--- config.mk ---
export PLATFORM = sky130hd
export DESIGN_NAME = issue_unit_top
export DESIGN_NICKNAME = d
export VERILOG_FILES = /design/src/hw/issue_pkg.sv /design/src/hw/issue_slot_if.sv /design/src/hw/pair_steer.sv /design/src/hw/issue_lane.sv /design/src/hw/issue_stage.sv /design/src/hw/issue_unit_top.sv
export VERILOG_INCLUDE_DIRS = /design/src /design/src/hw
export SDC_FILE = /design/constraint.sdc
export NUM_CORES = 1
export LEC_CHECK = 0
export BUFFER_PORTS_ARGS = -buffer_cell sky130_fd_sc_hd__buf_2
export CAP_MARGIN = 30
export CORE_ASPECT_RATIO = 2
export CORE_MARGIN = 4
export CORE_UTILIZATION = 43
export CTS_CLUSTER_DIAMETER = 200
export DETAILED_ROUTE_END_ITERATION = 8
export GPL_TIMING_DRIVEN = 1
export PLACE_DENSITY_LB_ADDON = 0.15
export SYNTH_ARGS = -nofsm -noshare
export SYNTH_HDL_FRONTEND = slang
export SYNTH_SLANG_ARGS = --single-unit
--- constraint.sdc ---
create_clock -name clock -period 2.6 [get_ports clock]
set_clock_uncertainty 0.05 [all_clocks]
set_input_delay 0.26 -clock clock [delete_from_list [all_inputs] [get_ports clock]]
set_output_delay 0.26 -clock clock [all_outputs]
set_load 0.05 [all_outputs]
--- src/hw/issue_params.svh ---
`ifndef ISSUE_PARAMS_SVH
`define ISSUE_PARAMS_SVH

// ********************
// register addressing
// ********************

// x0..x31 and f0..f31
`define ISSUE_RADDR_W 5

// ********************
// rounding mode
// ********************

// rm field and frm CSR, 3'b111 selects dynamic
`define ISSUE_RM_W 3

// ********************
// issue width
// ********************

`define ISSUE_LANES 2

`endif

--- src/hw/issue_pkg.sv ---
`include "issue_params.svh"

package issue_pkg;

  typedef enum logic [3:0] {
    op_nop,
    op_alu,
    op_load,
    op_store,
    op_branch,
    op_csr_read,
    op_csr_write,
    op_div,
    op_fload,
    op_fstore,
    op_fpu
  } op_kind_e;

  // one decoded instruction
  typedef struct packed {
    logic                      valid;
    op_kind_e                  op;
    logic [`ISSUE_RADDR_W-1:0] rd;
    logic [`ISSUE_RADDR_W-1:0] rs1;
    logic [`ISSUE_RADDR_W-1:0] rs2;
    logic [`ISSUE_RADDR_W-1:0] rs3;
    logic [`ISSUE_RM_W-1:0]    rm;
    logic                      fp_rs3;
  } issue_slot_t;

  localparam issue_slot_t slot_reset = '{
    valid:  1'b0,
    op:     op_nop,
    rd:     '0,
    rs1:    '0,
    rs2:    '0,
    rs3:    '0,
    rm:     '0,
    fp_rs3: 1'b0
  };

  // integer rs1, fp memory ops use it as base address
  function automatic logic reads_int(input op_kind_e op);
    case (op)
      op_alu, op_load, op_store, op_branch, op_csr_write, op_div, op_fload, op_fstore:
        return 1'b1;
      default:
        return 1'b0;
    endcase
  endfunction

  // some source comes from the fp register file
  function automatic logic reads_fp(input op_kind_e op);
    return (op == op_fstore) || (op == op_fpu);
  endfunction

  function automatic logic is_mem(input op_kind_e op);
    return (op == op_load) || (op == op_store) || (op == op_fload) || (op == op_fstore);
  endfunction

endpackage

--- src/hw/issue_slot_if.sv ---
`timescale 1ns/100ps

// one instruction slot on its way to the issue register
interface issue_slot_if;

  issue_pkg::issue_slot_t slot;

  // accumulated hold request for this slot
  logic lane_stall;

  // ********************
  // producer side
  // ********************

  modport src (
    output slot,
    output lane_stall
  );

  // ********************
  // lane and stage side
  // ********************

  // lane takes its slot here, its own hold request goes out on the next hop
  modport lane (
    input slot,
    input lane_stall
  );

  modport sink (
    input slot,
    input lane_stall
  );

endinterface

--- src/hw/pair_steer.sv ---
`timescale 1ns/100ps
`include "issue_params.svh"

module pair_steer (
  input  issue_pkg::issue_slot_t in0,
  input  issue_pkg::issue_slot_t in1,
  output logic                   split,
  issue_slot_if.src              lane [`ISSUE_LANES]
);

  issue_pkg::issue_slot_t steer [`ISSUE_LANES];

  logic both_valid;
  logic uses_src;
  logic raw_dep;
  logic mem_pair;
  logic lone_second;

  // ********************
  // pairing checks
  // ********************

  assign both_valid = in0.valid && in1.valid;
  assign lone_second = !in0.valid && in1.valid;

  assign uses_src = issue_pkg::reads_int(in1.op) || issue_pkg::reads_fp(in1.op);

  // conservative: any named source against instr0 destination
  always_comb begin
    raw_dep = 1'b0;
    if (in0.rd != '0 && uses_src) begin
      if (in1.rs1 == in0.rd || in1.rs2 == in0.rd) begin
        raw_dep = 1'b1;
      end
      if (in1.fp_rs3 && in1.rs3 == in0.rd) begin
        raw_dep = 1'b1;
      end
    end
  end

  // single memory port downstream
  assign mem_pair = issue_pkg::is_mem(in0.op) && issue_pkg::is_mem(in1.op);

  // ********************
  // lane assignment
  // ********************

  always_comb begin
    split = 1'b0;
    steer[0] = in0;
    steer[1] = in1;
    if (lone_second) begin
      // move it up so lane 0 always holds the older valid op
      steer[0] = in1;
      steer[1] = issue_pkg::slot_reset;
    end else if (both_valid && (raw_dep || mem_pair)) begin
      steer[1] = issue_pkg::slot_reset;
      split = 1'b1;
    end
  end

  for (genvar i = 0; i < `ISSUE_LANES; i++) begin : g_out
    assign lane[i].slot = steer[i];
  end

endmodule

--- src/hw/issue_lane.sv ---
`timescale 1ns/100ps
`include "issue_params.svh"

module issue_lane (
  input  logic                      fs_on,
  input  logic [`ISSUE_RM_W-1:0]    frm,
  input  logic                      ex_load,
  input  logic                      ex_fload,
  input  logic [`ISSUE_RADDR_W-1:0] ex_waddr,
  output logic                      rd_en1,
  output logic                      rd_en2,
  output logic                      rd_en3,
  output logic [`ISSUE_RADDR_W-1:0] rd_addr1,
  output logic [`ISSUE_RADDR_W-1:0] rd_addr2,
  output logic [`ISSUE_RADDR_W-1:0] rd_addr3,
  issue_slot_if.lane                slot_in,
  issue_slot_if.src                 slot_out
);

  issue_pkg::issue_slot_t s;

  logic is_fp_op;
  // port reads the fp register file
  logic fp_port1;
  logic fp_port2;
  logic hit1;
  logic hit2;
  logic hit3;
  logic load_use;

  // ********************
  // fp mask and rm
  // ********************

  assign is_fp_op = (slot_in.slot.op == issue_pkg::op_fload) ||
                    (slot_in.slot.op == issue_pkg::op_fstore) ||
                    (slot_in.slot.op == issue_pkg::op_fpu);

  always_comb begin
    s = slot_in.slot;
    if (!fs_on && is_fp_op) begin
      s.op = issue_pkg::op_nop;
      s.rm = '0;
      s.fp_rs3 = 1'b0;
    end
    // dynamic rounding
    if (s.rm == {`ISSUE_RM_W{1'b1}}) begin
      s.rm = frm;
    end
  end

  // ********************
  // read requests
  // ********************

  always_comb begin
    rd_en1 = s.valid && (issue_pkg::reads_int(s.op) || s.op == issue_pkg::op_fpu);
    rd_en2 = s.valid && (issue_pkg::reads_fp(s.op) ||
                         s.op inside {issue_pkg::op_alu, issue_pkg::op_store,
                                      issue_pkg::op_branch, issue_pkg::op_div});
    rd_en3 = s.valid && s.op == issue_pkg::op_fpu && s.fp_rs3;
    fp_port1 = (s.op == issue_pkg::op_fpu);
    fp_port2 = issue_pkg::reads_fp(s.op);
  end

  assign rd_addr1 = s.rs1;
  assign rd_addr2 = s.rs2;
  assign rd_addr3 = s.rs3;

  // ********************
  // load-use check
  // ********************

  // load class must match the register file of the port
  assign hit1 = rd_en1 && (ex_waddr == s.rs1) && (fp_port1 ? ex_fload : ex_load);
  assign hit2 = rd_en2 && (ex_waddr == s.rs2) && (fp_port2 ? ex_fload : ex_load);
  assign hit3 = rd_en3 && (ex_waddr == s.rs3) && ex_fload;

  assign load_use = (ex_waddr != '0) && (hit1 || hit2 || hit3);

  assign slot_out.slot = s;
  assign slot_out.lane_stall = load_use;

endmodule

--- src/hw/issue_stage.sv ---
`timescale 1ns/100ps
`include "issue_params.svh"

module issue_stage (
  input  logic                   clock,
  input  logic                   reset,
  input  logic                   flush,
  input  logic                   down_stall,
  input  logic                   ex_csr_write,
  input  logic                   mem_csr_write,
  input  logic                   ex_div,
  issue_slot_if.sink             lanes [`ISSUE_LANES],
  output logic                   stall,
  output issue_pkg::issue_slot_t issued [`ISSUE_LANES]
);

  issue_pkg::issue_slot_t lane_slot [`ISSUE_LANES];
  issue_pkg::issue_slot_t issue_d [`ISSUE_LANES];

  logic [`ISSUE_LANES-1:0] lane_stall;
  logic serialize;
  logic hazard;

  // ********************
  // collect lanes
  // ********************

  for (genvar i = 0; i < `ISSUE_LANES; i++) begin : g_lane
    assign lane_slot[i] = lanes[i].slot;
    assign lane_stall[i] = lanes[i].lane_stall;
  end

  // ********************
  // stall merge
  // ********************

  // csr write must retire before anything reads csr state,
  // divider is not pipelined
  assign serialize = ex_csr_write || mem_csr_write || ex_div;

  assign hazard = (|lane_stall) || serialize;

  // flush drops the pair anyway, nothing to hold
  assign stall = !flush && (hazard || down_stall);

  // ********************
  // next issue pair
  // ********************

  always_comb begin
    for (int i = 0; i < `ISSUE_LANES; i++) begin
      if (flush) begin
        issue_d[i] = issue_pkg::slot_reset;
      end else if (down_stall) begin
        // replay what execute has not taken yet
        issue_d[i] = issued[i];
      end else if (hazard) begin
        // bubble
        issue_d[i] = issue_pkg::slot_reset;
      end else begin
        issue_d[i] = lane_slot[i];
      end
    end
  end

  // ********************
  // issue register
  // ********************

  always_ff @(posedge clock) begin
    if (!reset) begin
      for (int i = 0; i < `ISSUE_LANES; i++) begin
        issued[i] <= issue_pkg::slot_reset;
      end
    end else begin
      for (int i = 0; i < `ISSUE_LANES; i++) begin
        issued[i] <= issue_d[i];
      end
    end
  end

endmodule

--- src/hw/issue_unit_top.sv ---
`timescale 1ns/100ps
`include "issue_params.svh"

module issue_unit_top (
  input  logic                      clock,
  input  logic                      reset,
  input  logic                      flush,
  input  logic                      down_stall,
  input  logic                      fs_on,
  input  logic [`ISSUE_RM_W-1:0]    frm,
  input  logic                      ex_load,
  input  logic                      ex_fload,
  input  logic [`ISSUE_RADDR_W-1:0] ex_waddr,
  input  logic                      ex_csr_write,
  input  logic                      mem_csr_write,
  input  logic                      ex_div,
  input  logic                      in0_valid,
  input  issue_pkg::op_kind_e       in0_op,
  input  logic [`ISSUE_RADDR_W-1:0] in0_rd,
  input  logic [`ISSUE_RADDR_W-1:0] in0_rs1,
  input  logic [`ISSUE_RADDR_W-1:0] in0_rs2,
  input  logic [`ISSUE_RADDR_W-1:0] in0_rs3,
  input  logic [`ISSUE_RM_W-1:0]    in0_rm,
  input  logic                      in1_valid,
  input  issue_pkg::op_kind_e       in1_op,
  input  logic [`ISSUE_RADDR_W-1:0] in1_rd,
  input  logic [`ISSUE_RADDR_W-1:0] in1_rs1,
  input  logic [`ISSUE_RADDR_W-1:0] in1_rs2,
  input  logic [`ISSUE_RADDR_W-1:0] in1_rs3,
  input  logic [`ISSUE_RM_W-1:0]    in1_rm,
  output logic                      lane0_rd_en1,
  output logic                      lane0_rd_en2,
  output logic                      lane0_rd_en3,
  output logic [`ISSUE_RADDR_W-1:0] lane0_rd_addr1,
  output logic [`ISSUE_RADDR_W-1:0] lane0_rd_addr2,
  output logic [`ISSUE_RADDR_W-1:0] lane0_rd_addr3,
  output logic                      lane1_rd_en1,
  output logic                      lane1_rd_en2,
  output logic                      lane1_rd_en3,
  output logic [`ISSUE_RADDR_W-1:0] lane1_rd_addr1,
  output logic [`ISSUE_RADDR_W-1:0] lane1_rd_addr2,
  output logic [`ISSUE_RADDR_W-1:0] lane1_rd_addr3,
  output logic                      stall,
  output logic                      split,
  output logic                      iss0_valid,
  output issue_pkg::op_kind_e       iss0_op,
  output logic [`ISSUE_RADDR_W-1:0] iss0_rd,
  output logic [`ISSUE_RADDR_W-1:0] iss0_rs1,
  output logic [`ISSUE_RADDR_W-1:0] iss0_rs2,
  output logic [`ISSUE_RADDR_W-1:0] iss0_rs3,
  output logic [`ISSUE_RM_W-1:0]    iss0_rm,
  output logic                      iss1_valid,
  output issue_pkg::op_kind_e       iss1_op,
  output logic [`ISSUE_RADDR_W-1:0] iss1_rd,
  output logic [`ISSUE_RADDR_W-1:0] iss1_rs1,
  output logic [`ISSUE_RADDR_W-1:0] iss1_rs2,
  output logic [`ISSUE_RADDR_W-1:0] iss1_rs3,
  output logic [`ISSUE_RM_W-1:0]    iss1_rm
);

  issue_pkg::issue_slot_t in0;
  issue_pkg::issue_slot_t in1;
  issue_pkg::issue_slot_t issued [`ISSUE_LANES];

  logic                      steer_split;
  logic                      rd_en1 [`ISSUE_LANES];
  logic                      rd_en2 [`ISSUE_LANES];
  logic                      rd_en3 [`ISSUE_LANES];
  logic [`ISSUE_RADDR_W-1:0] rd_addr1 [`ISSUE_LANES];
  logic [`ISSUE_RADDR_W-1:0] rd_addr2 [`ISSUE_LANES];
  logic [`ISSUE_RADDR_W-1:0] rd_addr3 [`ISSUE_LANES];

  issue_slot_if steer_if [`ISSUE_LANES] ();
  issue_slot_if lane_if [`ISSUE_LANES] ();

  // fpu ops here are the fused kind, all read rs3
  always_comb begin
    in0 = '{valid: in0_valid, op: in0_op, rd: in0_rd, rs1: in0_rs1, rs2: in0_rs2,
            rs3: in0_rs3, rm: in0_rm, fp_rs3: (in0_op == issue_pkg::op_fpu)};
    in1 = '{valid: in1_valid, op: in1_op, rd: in1_rd, rs1: in1_rs1, rs2: in1_rs2,
            rs3: in1_rs3, rm: in1_rm, fp_rs3: (in1_op == issue_pkg::op_fpu)};
  end

  pair_steer u_steer (
    .in0   (in0),
    .in1   (in1),
    .split (steer_split),
    .lane  (steer_if)
  );

  for (genvar i = 0; i < `ISSUE_LANES; i++) begin : g_lane
    issue_lane u_lane (
      .fs_on    (fs_on),
      .frm      (frm),
      .ex_load  (ex_load),
      .ex_fload (ex_fload),
      .ex_waddr (ex_waddr),
      .rd_en1   (rd_en1[i]),
      .rd_en2   (rd_en2[i]),
      .rd_en3   (rd_en3[i]),
      .rd_addr1 (rd_addr1[i]),
      .rd_addr2 (rd_addr2[i]),
      .rd_addr3 (rd_addr3[i]),
      .slot_in  (steer_if[i]),
      .slot_out (lane_if[i])
    );
  end

  issue_stage u_stage (
    .clock         (clock),
    .reset         (reset),
    .flush         (flush),
    .down_stall    (down_stall),
    .ex_csr_write  (ex_csr_write),
    .mem_csr_write (mem_csr_write),
    .ex_div        (ex_div),
    .lanes         (lane_if),
    .stall         (stall),
    .issued        (issued)
  );

  // split only counts when instr0 actually went in
  assign split = steer_split && !stall && !flush;

  // ********************
  // flatten to ports
  // ********************

  assign lane0_rd_en1 = rd_en1[0];
  assign lane0_rd_en2 = rd_en2[0];
  assign lane0_rd_en3 = rd_en3[0];
  assign lane0_rd_addr1 = rd_addr1[0];
  assign lane0_rd_addr2 = rd_addr2[0];
  assign lane0_rd_addr3 = rd_addr3[0];
  assign lane1_rd_en1 = rd_en1[1];
  assign lane1_rd_en2 = rd_en2[1];
  assign lane1_rd_en3 = rd_en3[1];
  assign lane1_rd_addr1 = rd_addr1[1];
  assign lane1_rd_addr2 = rd_addr2[1];
  assign lane1_rd_addr3 = rd_addr3[1];

  assign iss0_valid = issued[0].valid;
  assign iss0_op = issued[0].op;
  assign iss0_rd = issued[0].rd;
  assign iss0_rs1 = issued[0].rs1;
  assign iss0_rs2 = issued[0].rs2;
  assign iss0_rs3 = issued[0].rs3;
  assign iss0_rm = issued[0].rm;
  assign iss1_valid = issued[1].valid;
  assign iss1_op = issued[1].op;
  assign iss1_rd = issued[1].rd;
  assign iss1_rs1 = issued[1].rs1;
  assign iss1_rs2 = issued[1].rs2;
  assign iss1_rs3 = issued[1].rs3;
  assign iss1_rm = issued[1].rm;

endmodule

# Yosys cells after proc, flatten, opt, wreduce, memory -nomap -nowiden
# Memories as Yosys holds them, arrays and structs flattened.
# Cells that the tools add are included.
dict set report word_totals {
  romBits 48
  word_cells 148
  inputBits 74
  regBits 56
  n_memories 3
  output_inout_bits 94
}
dict set report op_classes {
  bitwise 1
  reduce_logical 71
  n_mux 20
  n_eq_ne 39
}
# memory words width read_ports rd_clocked_by_memory_dff write_ports line
set mem_list {}
lappend mem_list {{(no name shown)} 16 1 1 0 0 issue_pkg.sv:44} ;# case (op)
lappend mem_list {{(no name shown)} 16 1 1 0 0 issue_pkg.sv:44}
lappend mem_list {{(no name shown)} 16 1 1 0 0 issue_pkg.sv:44}
# cell n
set ops {}
lappend ops {{29-bit 2-to-1 mux} 5}
lappend ops {{4-bit == test, second input constant} 16}
lappend ops {{5-bit == test} 9}
lappend ops {{1-bit logical AND} 33}
lappend ops {{1-bit logical OR} 28}
lappend ops {{4-bit by 2-bit == test with 1-bit output, second input constant} 6}
lappend ops {{4-bit by 3-bit == test with 1-bit output, second input constant} 4}
lappend ops {{4-bit 2-to-1 mux} 4}
lappend ops {{5-bit nonzero test} 2}
lappend ops {{1-bit 2-to-1 mux} 9}
lappend ops {{4-bit by 1-bit == test with 1-bit output, second input constant} 2}
lappend ops {{4-bit nonzero test} 2}
lappend ops {{3-bit == test, second input constant} 2}
lappend ops {{3-bit 2-to-1 mux} 2}
lappend ops {{1-bit logical NOT} 4}
lappend ops {{2-bit OR reduction} 2}
lappend ops {{1-bit inverter} 1}

# Depth between registers and ports, before layout
# Gate-level depths: netlist (run 1).
dict set report logic_depth {
  depth_word 30
  mapped_depth 13
  mapped_depth_nobuf 9
}

# Modules after synthesis
# From an unflattened synthesis (run 1), not the netlist that was laid out.
dict set report unflattened {
  cells_unflattened 591
  area_unflattened_um2 4840.9
}
# module area_each_um2 instances cells_each seq_area_each_um2
set modules_own_cells {}
lappend modules_own_cells {issue_stage 2033.2 1 203 1161.1}
lappend modules_own_cells {issue_lane 735.7 2 103 0.0}
lappend modules_own_cells {pair_steer 1303.8 1 179 0.0}
lappend modules_own_cells {issue_unit_top 32.5 1 3 0.0}

# Worst setup path after synthesis (run 1)
# No wires, ideal clock.
dict set report synth_path {
  kind {input to output}
  from {input port in1_op[2]}
  to {output port split}
  t_arrival_ps 4799
  path_stages 11
  t_required_ps 2290
  path_slack_ps -2509
  n_path_buf 2
  cell_sequence {buf_2 or3_1 a21oi_1 o211ai_1 o311a_1 buf_2 nor2_2 xnor2_1 nand4_1 nand3_1 a2111oi_0}
}
dict set report synth_via {
  elab_cells_between_ends 101
  classes_between {26 x eq/ne; 15 x mux; 57 x reduce/logical; 3 x memory}
}
# element line
set synth_lines {}
lappend synth_lines {{from (decl)} issue_unit_top.sv:25} ;# input issue_pkg::op_kind_e in1_op,
lappend synth_lines {{parallel branches: the longest is 5 deep, another holds memory 16 x 1 bit} n/a}
lappend synth_lines {{1-bit logical OR *} pair_steer.sv:56} ;# end else if (both_valid && (raw_dep || mem_pair)) begin
lappend synth_lines {{1-bit logical AND *} pair_steer.sv:56}
lappend synth_lines {{29-bit 2-to-1 mux *} pair_steer.sv:56}
lappend synth_lines {{29-bit 2-to-1 mux *} pair_steer.sv:52} ;# if (lone_second) begin
lappend synth_lines {{via lane1_rd_addr1[0]} issue_unit_top.sv:40} ;# output logic [`ISSUE_RADDR_W-1:0] lane1_rd_addr1,
lappend synth_lines {{5-bit == test *} issue_lane.sv:75} ;# assign hit1 = rd_en1 && (ex_waddr == s.rs1) && (fp_port1 ? ex_fload : ex_load);
lappend synth_lines {{1-bit logical AND * (2 in series)} issue_lane.sv:75}
lappend synth_lines {{1-bit logical OR * (2 in series)} issue_lane.sv:79} ;# assign load_use = (ex_waddr != '0) && (hit1 || hit2 || hit3);
lappend synth_lines {{1-bit logical AND *} issue_lane.sv:79}
lappend synth_lines {{2-bit OR reduction *} issue_stage.sv:41} ;# assign hazard = (|lane_stall) || serialize;
lappend synth_lines {{1-bit logical OR *} issue_stage.sv:41}
lappend synth_lines {{1-bit logical OR *} issue_stage.sv:44} ;# assign stall = !flush && (hazard || down_stall);
lappend synth_lines {{1-bit logical AND *} issue_stage.sv:44}
lappend synth_lines {{1-bit logical NOT *} issue_unit_top.sv:123} ;# assign split = steer_split && !stall && !flush;
lappend synth_lines {{1-bit logical AND * (2 in series)} issue_unit_top.sv:123}
lappend synth_lines {{to (decl)} issue_unit_top.sv:44} ;# output logic split,
# Mark *: on every way through the listed nets, which the timed path passes.

# Final worst setup path (run 1)
dict set report layout_path {
  from {input port in0_rd[1]}
  to {output port stall}
}
dict set report layout_via {
  elab_chain_cells 27
  elab_cells_between_ends 55
  classes_between {15 x eq/ne; 9 x mux; 30 x reduce/logical; 1 x memory}
}
# element line
set layout_rtl {}
lappend layout_rtl {{from (decl)} issue_unit_top.sv:19} ;# input logic [`ISSUE_RADDR_W-1:0] in0_rd,
lappend layout_rtl {{5-bit == test} pair_steer.sv:32} ;# if (in1.rs1 == in0.rd || in1.rs2 == in0.rd) begin
lappend layout_rtl {{1-bit logical OR} pair_steer.sv:32}
lappend layout_rtl {{1-bit 2-to-1 mux} pair_steer.sv:32}
lappend layout_rtl {{1-bit 2-to-1 mux} pair_steer.sv:35} ;# if (in1.fp_rs3 && in1.rs3 == in0.rd) begin
lappend layout_rtl {{1-bit 2-to-1 mux *} pair_steer.sv:31} ;# if (in0.rd != '0 && uses_src) begin
lappend layout_rtl {{1-bit logical OR *} pair_steer.sv:56}
lappend layout_rtl {{1-bit logical AND *} pair_steer.sv:56}
lappend layout_rtl {{29-bit 2-to-1 mux *} pair_steer.sv:56}
lappend layout_rtl {{29-bit 2-to-1 mux *} pair_steer.sv:52}
lappend layout_rtl {{parallel branches: the longest is 12 deep, another holds memory 16 x 1 bit} n/a}
lappend layout_rtl {{1-bit logical OR *} issue_lane.sv:79}
lappend layout_rtl {{1-bit logical AND *} issue_lane.sv:79}
lappend layout_rtl {{2-bit OR reduction *} issue_stage.sv:41}
lappend layout_rtl {{1-bit logical OR *} issue_stage.sv:41}
lappend layout_rtl {{1-bit logical OR *} issue_stage.sv:44}
lappend layout_rtl {{1-bit logical AND *} issue_stage.sv:44}
lappend layout_rtl {{to (decl)} issue_unit_top.sv:43} ;# output logic stall,
# Mark *: on every way between the ends.

==> results.md, run 1 <==
* Status: complete, but fails checks
* Failing checks: setup timing
* Largest net degree at the start of global routing at 30
* Final cell count without fillers at 851
* Final setup vio count at 58
* CP Launch Type: primary input
* DR vias at 4645
* Yosys top cell area share at 0.3064
* CTS sink count at 56
* First-pass GRT wire length at 24540 um
* Worst Tran Pin Value at 624.7 ps
* Worst Setup End Kind: output port
* WP data required at 2290 ps
* Post-route ant nets at 0
* Max reg flops at 56
* Area leader, netlist: dfxtp_1
* Die area at 0.01014 mm^2
* Yosys reg bits at 56
* CTS clock-pin slew for the worst setup and hold paths at 70 ps
* Syn avg cell area at 7.654 um^2
* Port buffer count at 167
* Fmax at 341.1 MHz
* FP Rows at 47
* Initial core utilization at 0.4412
* Layout area overhead at 75.41%
* Power Density at 391.9 mW/mm^2
* Top reg by flops: u_stage.issued
* Synth top cells by count: 67 x nand2_1, 56 x dfxtp_1, 41 x inv_1, 39 x o21ai_0
* Slew Viols, Final at 0
* Worst-skew pair later-pin latency at 290 ps
* CTS tree: built
* Die Width at 73.23 um
* Biggest regs: u_stage.issued (56)
* Fillcell total at 632
* Drc violations at 0
* HP Class: primary input to register
* Seq/Total Area, Yosys at 0.3064
* Most frequent cell after synthesis: nand2_1
* Yosys cell types at 57
* H-Tree Level Count at 2
* Hold_ws at 209.8 ps
* Synth Warn # at 0
* All-layer global routing usage at 0.3128
* Tcrit/Tclk final at 1.128
* Number of flops mapped to enable cells by yosys at 0
* Worst EP arrival at 2620 ps
* Final nets at 825
* Drt via density at 5.458
* Initial detailed-routing violation count at 161
* Worst Hold Path Cells at 3
* Worst slew margin at 0.5827
* Post-DR wirelength/cell at 19.11 um
* Crit path setup slack, layout at -331.7 ps
* Place WS at -455.9 ps
* Maximum VDD drop at 323.6 uV
* Fin crit period at 2932 ps
* Syn Nets at 552
* Core Area at 0.008292 mm^2
* Final Hold Fails at 0
* Post-synthesis async set-or-reset flop share at 0
* RePlAce Congestion at 0.9133
* Layout cell share with drive strength beyond 1 at 0.5505
* Drt first pass iters at 4
* Placed insts at 827
* DP HPWL at 12550 um
* Max_cap viols at 0
* Synthesized instance count at 478
* Clock buffer count from CTS at 5
* Vias in the first global route at 5003
* CP Class: primary input to output port
* Clock buffer depth at 2
* Worst reg-to-reg path cell count at 2
* RSZ-0062 raised after global routing: yes
* Main area contributors after synthesis: dfxtp_1 31%, xnor2_1 8.4%, nand2_1 6.9%, o31ai_1 6.2%, mux2i_1 5.5%
* Setup TNS at -9056 ps
* Initial antenna violation count at 1
* P_leak at 3.136 nW
* CP max FO at 7
* Die Y at 138.4 um
* CTS Root Cell: clkbuf_16
* R2R setup slack at 1920 ps
* GRT overflow at 0
* Ports at 168
* Mapped Area at 0.003659 mm^2
* Main synth FF type: dfxtp_1
* Final WL at 16260 um
[report_power, final]
part           leakage [nW]  switching, mW  internal, mW
clock                0.0773          0.311         0.386
sequential            0.451        0.00306         0.863
combinational          2.61          0.577         0.374
[area by class of cell]
cell class              count  area, um^2  area share
diodes                      1       2.502   0.0003899
inverters                  41       153.9     0.02398
multi-input cells         350        2819      0.4393
repair buffers            297        2046      0.3188
clock buffers               6       138.9     0.02164
well taps                  98       122.6     0.01911
flip-flops and latches     56        1121      0.1747
clock inverters             2       13.76    0.002145
[layout by cell type (no fill, tap or decap), types with 6 or more instances in the layout]
cell type  instances
buf_2            160
buf_4            111
nand2_1           67
dfxtp_1           56
inv_1             41
xnor2_1           35
o21ai_2           24
nor2_1            20
o31ai_2           16
nor2_2            15
mux2i_1           13
a21oi_1           13
o21ai_0           12
o31ai_4           10
buf_12            10
xor2_1             9
nand3_1            9
buf_6              9
nor3_1             7
nor4_1             6
[layer usage]
layer,share of wire,up-vias,track usage,wire length [um]
met5,0,-,0,0
met2,0.56,190,0.5895,9160
met1,0.31,2169,0.2812,4996
met3,0.049,75,0.03779,793
li1,-,2211,-,-
met4,0.081,0,0.2374,1313
[repair_timing]
action	in CTS	in global routing
setup endpoints to repair	54	68
hold endpoints to repair	0	0
gates cloned	7	0
resized for setup	68	63
buffers inserted	15	2
pin swaps	12	4
hold buffers	0	0
[per-stage QoR]
stage	instance area, um^2	power [mW]	utilization
final	6417	2.515	0.7740
after detailed placement	5537	1.747	0.6677
after CTS	6282	2.504	0.7577
after global placement	5537	1.737	0.6677
after floorplan	3837	1.387	-
after global routing	6417	2.613	0.7740
[critical path: stages]
cell and delay [ps]:
buf_6 90, or4_4 540, o2bb2ai_4 140, o211ai_1 160, o311a_4 190, or3_4 380
a21oi_2 140, nand4_1 230, buf_6 210, a21oi_4 110, buf_6 170
[path summary, 6_finish.rpt]
kind	to	start
worst max-delay path	stall	in0_rd[1]
worst min-delay path	u_stage.issued[21]	in1_rd[2]
worst max register to register	u_stage.issued[16]	u_stage.issued[16]
worst min register to register	u_stage.issued[28]	u_stage.issued[28]
[logic make-up after synthesis]
group | after synthesis | synth area share
compound gates | 119 | 0.2185
xor+xnor | 44 | 0.1053
buf+inv | 73 | 0.08413
flops | 56 | 0.3064
mux | 26 | 0.07729
simple gates | 160 | 0.2083
(Power assumes the default switching activity.)
==> inputs of run 2 (changes only) <==
Settings changed: SETUP_SLACK_MARGIN from default to 0.5.
==> results.md, run 2 (synthesis gave the netlist of run 1 again) <==
* Status: complete, but fails checks
* Failing checks: setup timing
* CTS clock-pin slew for the worst setup and hold paths at 70 ps (about the same)
* Top reg by flops: u_stage.issued
* Crit-path cells: buf_6, or4_4, o2bb2ai_4, o211ai_1, o311ai_2, nand2_1, xnor2_1, or4_4, and2_4, a21oi_4, buf_6
* Fillcell total at 543 (-14%)
* RSZ-0062 raised after global routing: yes
* Clock buffer count from CTS at 5 (unchanged)
* Die area at 0.01014 mm^2 (unchanged)
* HP Class: primary input to register
* Final Hold Fails at 0 (unchanged)
* H-Tree Level Count at 2 (unchanged)
* Busiest grt layer: met2
* CTS sink count at 56 (unchanged)
* CP max-delay cell: or4_4
* Worst slew margin at 0.6249 (+0.04223)
* Worst Setup End Kind: output port
* Port buffer count at 167 (unchanged)
* Max_cap viols at 0 (unchanged)
* Tcrit/Tclk final at 1.160 (+0.03207)
* Power share of the clock group at 0.281 (+0.004)
* Die Y at 138.4 um (unchanged)
* Slew Viols, Final at 0 (unchanged)
* Ports at 168 (unchanged)
* Final setup vio count at 60 (+3.4%)
* Inserted Diodes at 0 (-1)
* Fin crit period at 3015 ps (+83.39 ps)
* Max reg flops at 56 (unchanged)
* Clock buffer depth at 2 (unchanged)
* Switching Share at 0.3423 (-0.01225)
* Setup TNS at -9953 ps (-896.9 ps)
* Vias in the first global route at 5173 (+3.4%)
* Place WS at -484.5 ps (-28.57 ps)
* Layout area overhead at 86.01%
* Initial antenna violation count at 0 (-1)
* DP HPWL at 12550 um (about the same)
* Worst path buffer plus inverter count at 2 (-1)
* Final nets at 833 (+0.97%)
* CP max FO at 4 (-3)
* Drc violations at 0 (unchanged)
* Logic pwr share at 0.407 (+0.029)
* CTS Root Cell: clkbuf_16
* Met2 GRT Util at 0.6259 (+0.03637)
* Worst-skew pair later-pin latency at 290 ps (about the same)
* WP data required at 2290 ps (about the same)
* All-layer global routing usage at 0.3394 (+0.02660)
* Fmax at 331.7 MHz (-2.8%)
* DR vias at 4886 (+5.2%)
* Initial detailed-routing violation count at 285 (+77%)
* Largest net degree at the start of global routing at 30 (unchanged)
* Die Width at 73.23 um (unchanged)
* Final WL at 17470 um (+7.4%)
* CP peak stage delay at 560 ps (+20 ps)
* Sequential share of power at 0.313 (-0.031)
* Most common cell after layout, fill and taps aside: buf_2
* Internal power at 1.821 mW (+12%)
* FP Rows at 47 (unchanged)
* Most frequent cells in the layout: 140 x buf_2, 95 x buf_4, 66 x nand2_1, 56 x dfxtp_1, 40 x inv_1
* Placed insts at 815 (-1.5%)
* Worst Tran Pin Value at 562.7 ps (-61.99 ps)
* Drt via density at 5.695 (+4.3%)
* Final core utilization at 0.8207 (+0.04678)
* Worst EP arrival at 2710 ps (+90 ps)
* CP top delay family: simple AND/OR/NAND/NOR gates
* Post-DR wirelength/cell at 20.37 um (+6.6%)
* Biggest regs: u_stage.issued (56)
* Maximum VDD drop at 266.3 uV (-18%)
* Drt first pass iters at 5 (+1)
* Power Density at 406.9 mW/mm^2 (+3.8%)
* Switching Power at 0.9478 mW (+6.3%)
* Initial core utilization at 0.4412 (unchanged)
* Met3 GRT Util at 0.05596 (+0.01817)
* First-pass GRT wire length at 26390 um (+7.5%)
* CTS tree: built
* P_leak at 3.225 nW (+2.9%)
* Post-route ant nets at 0 (unchanged)
* Layout cell share with drive strength beyond 1 at 0.5250 (-0.02553)
* Hold_ws at 230.9 ps (+21.02 ps)
* CP Class: primary input to output port
* Crit path setup slack, layout at -415.0 ps (-83.39 ps)
* Core Area at 0.008292 mm^2 (unchanged)
* GRT overflow at 0 (unchanged)
* Final cell count without fillers at 858 (+0.82%)
* RePlAce Congestion at 1.004 (+9.9%)
* GR Util met1 at 0.3056 (+0.02438)
* CP Launch Type: primary input
run 2: changes by cell type in the layout (fill, tap and decap cells not counted), moves of 5 or more:
cell	before	now
nor2_2	15	3
nor2_4	1	15
o21ai_1	3	21
o21ai_2	24	10
buf_2	160	140
mux2i_4	4	10
buf_16	1	6
o31ai_4	10	0
o31ai_1	4	26
buf_4	111	95
buf_6	9	36
buf_8	5	18
o31ai_2	16	4
run 2: final timing paths:
| path | depth (start not counted) | start | to | slack [ps] |
|---|---|---|---|---|
| worst max-delay path | 11 | in0_rd[2] | stall | -420 |
| worst min register to register | 2 | u_stage.issued[46] | u_stage.issued[46] | 400 |
| worst max register to register | 1 | u_stage.issued[2] | u_stage.issued[2] | 1930 |
| worst min-delay path | 3 | in1_rd[2] | u_stage.issued[21] | 230 |
run 2: cell type report:
cell class / count / area [um^2] / share of cell area
inverter: 41 / 156.4 / 0.02298
sequential: 56 / 1121 / 0.1647
tap: 98 / 122.6 / 0.01802
clock inverter: 2 / 38.79 / 0.005700
timing repair buffer: 305 / 2467 / 0.3626
clock buffer: 6 / 128.9 / 0.01894
multi-input combinational: 350 / 2770 / 0.4071
run 2: per-stage QoR:
stage | area (um^2) | total power, mW
global route | 6805 | 2.860
global placement | 5519 | 1.746
finish | 6805 | 2.769
CTS | 6653 | 2.730
floorplan | 3941 | 1.413
detailed placement | 5519 | 1.756
run 2: per-layer routing:
layer	wire (um)	vias to the layer above	part of all wire
li1	-	2235	-
met1	5285	2291	0.30
met2	9638	265	0.55
met3	1017	95	0.058
met4	1531	0	0.088
met5	0	-	0
run 2: power groups by stage:
stage,Combinational [mW],Sequential [mW],Clock (mW)
floorplan,0.505,0.908,0
global placement,0.861,0.886,0
detailed placement,0.869,0.886,0
CTS,1.08,0.866,0.788
global route,1.18,0.867,0.817
finish,1.13,0.866,0.777
run 2: timing repair:
| item | in CTS | in global routing |
|---|---|---|
| pin swaps | 24 | 16 |
| cloned | 7 | 0 |
| resized for setup | 152 | 26 |
| endpoints found under the setup margin | 78 | 78 |
| buffers inserted | 22 | 6 |
| hold buffers | 0 | 0 |
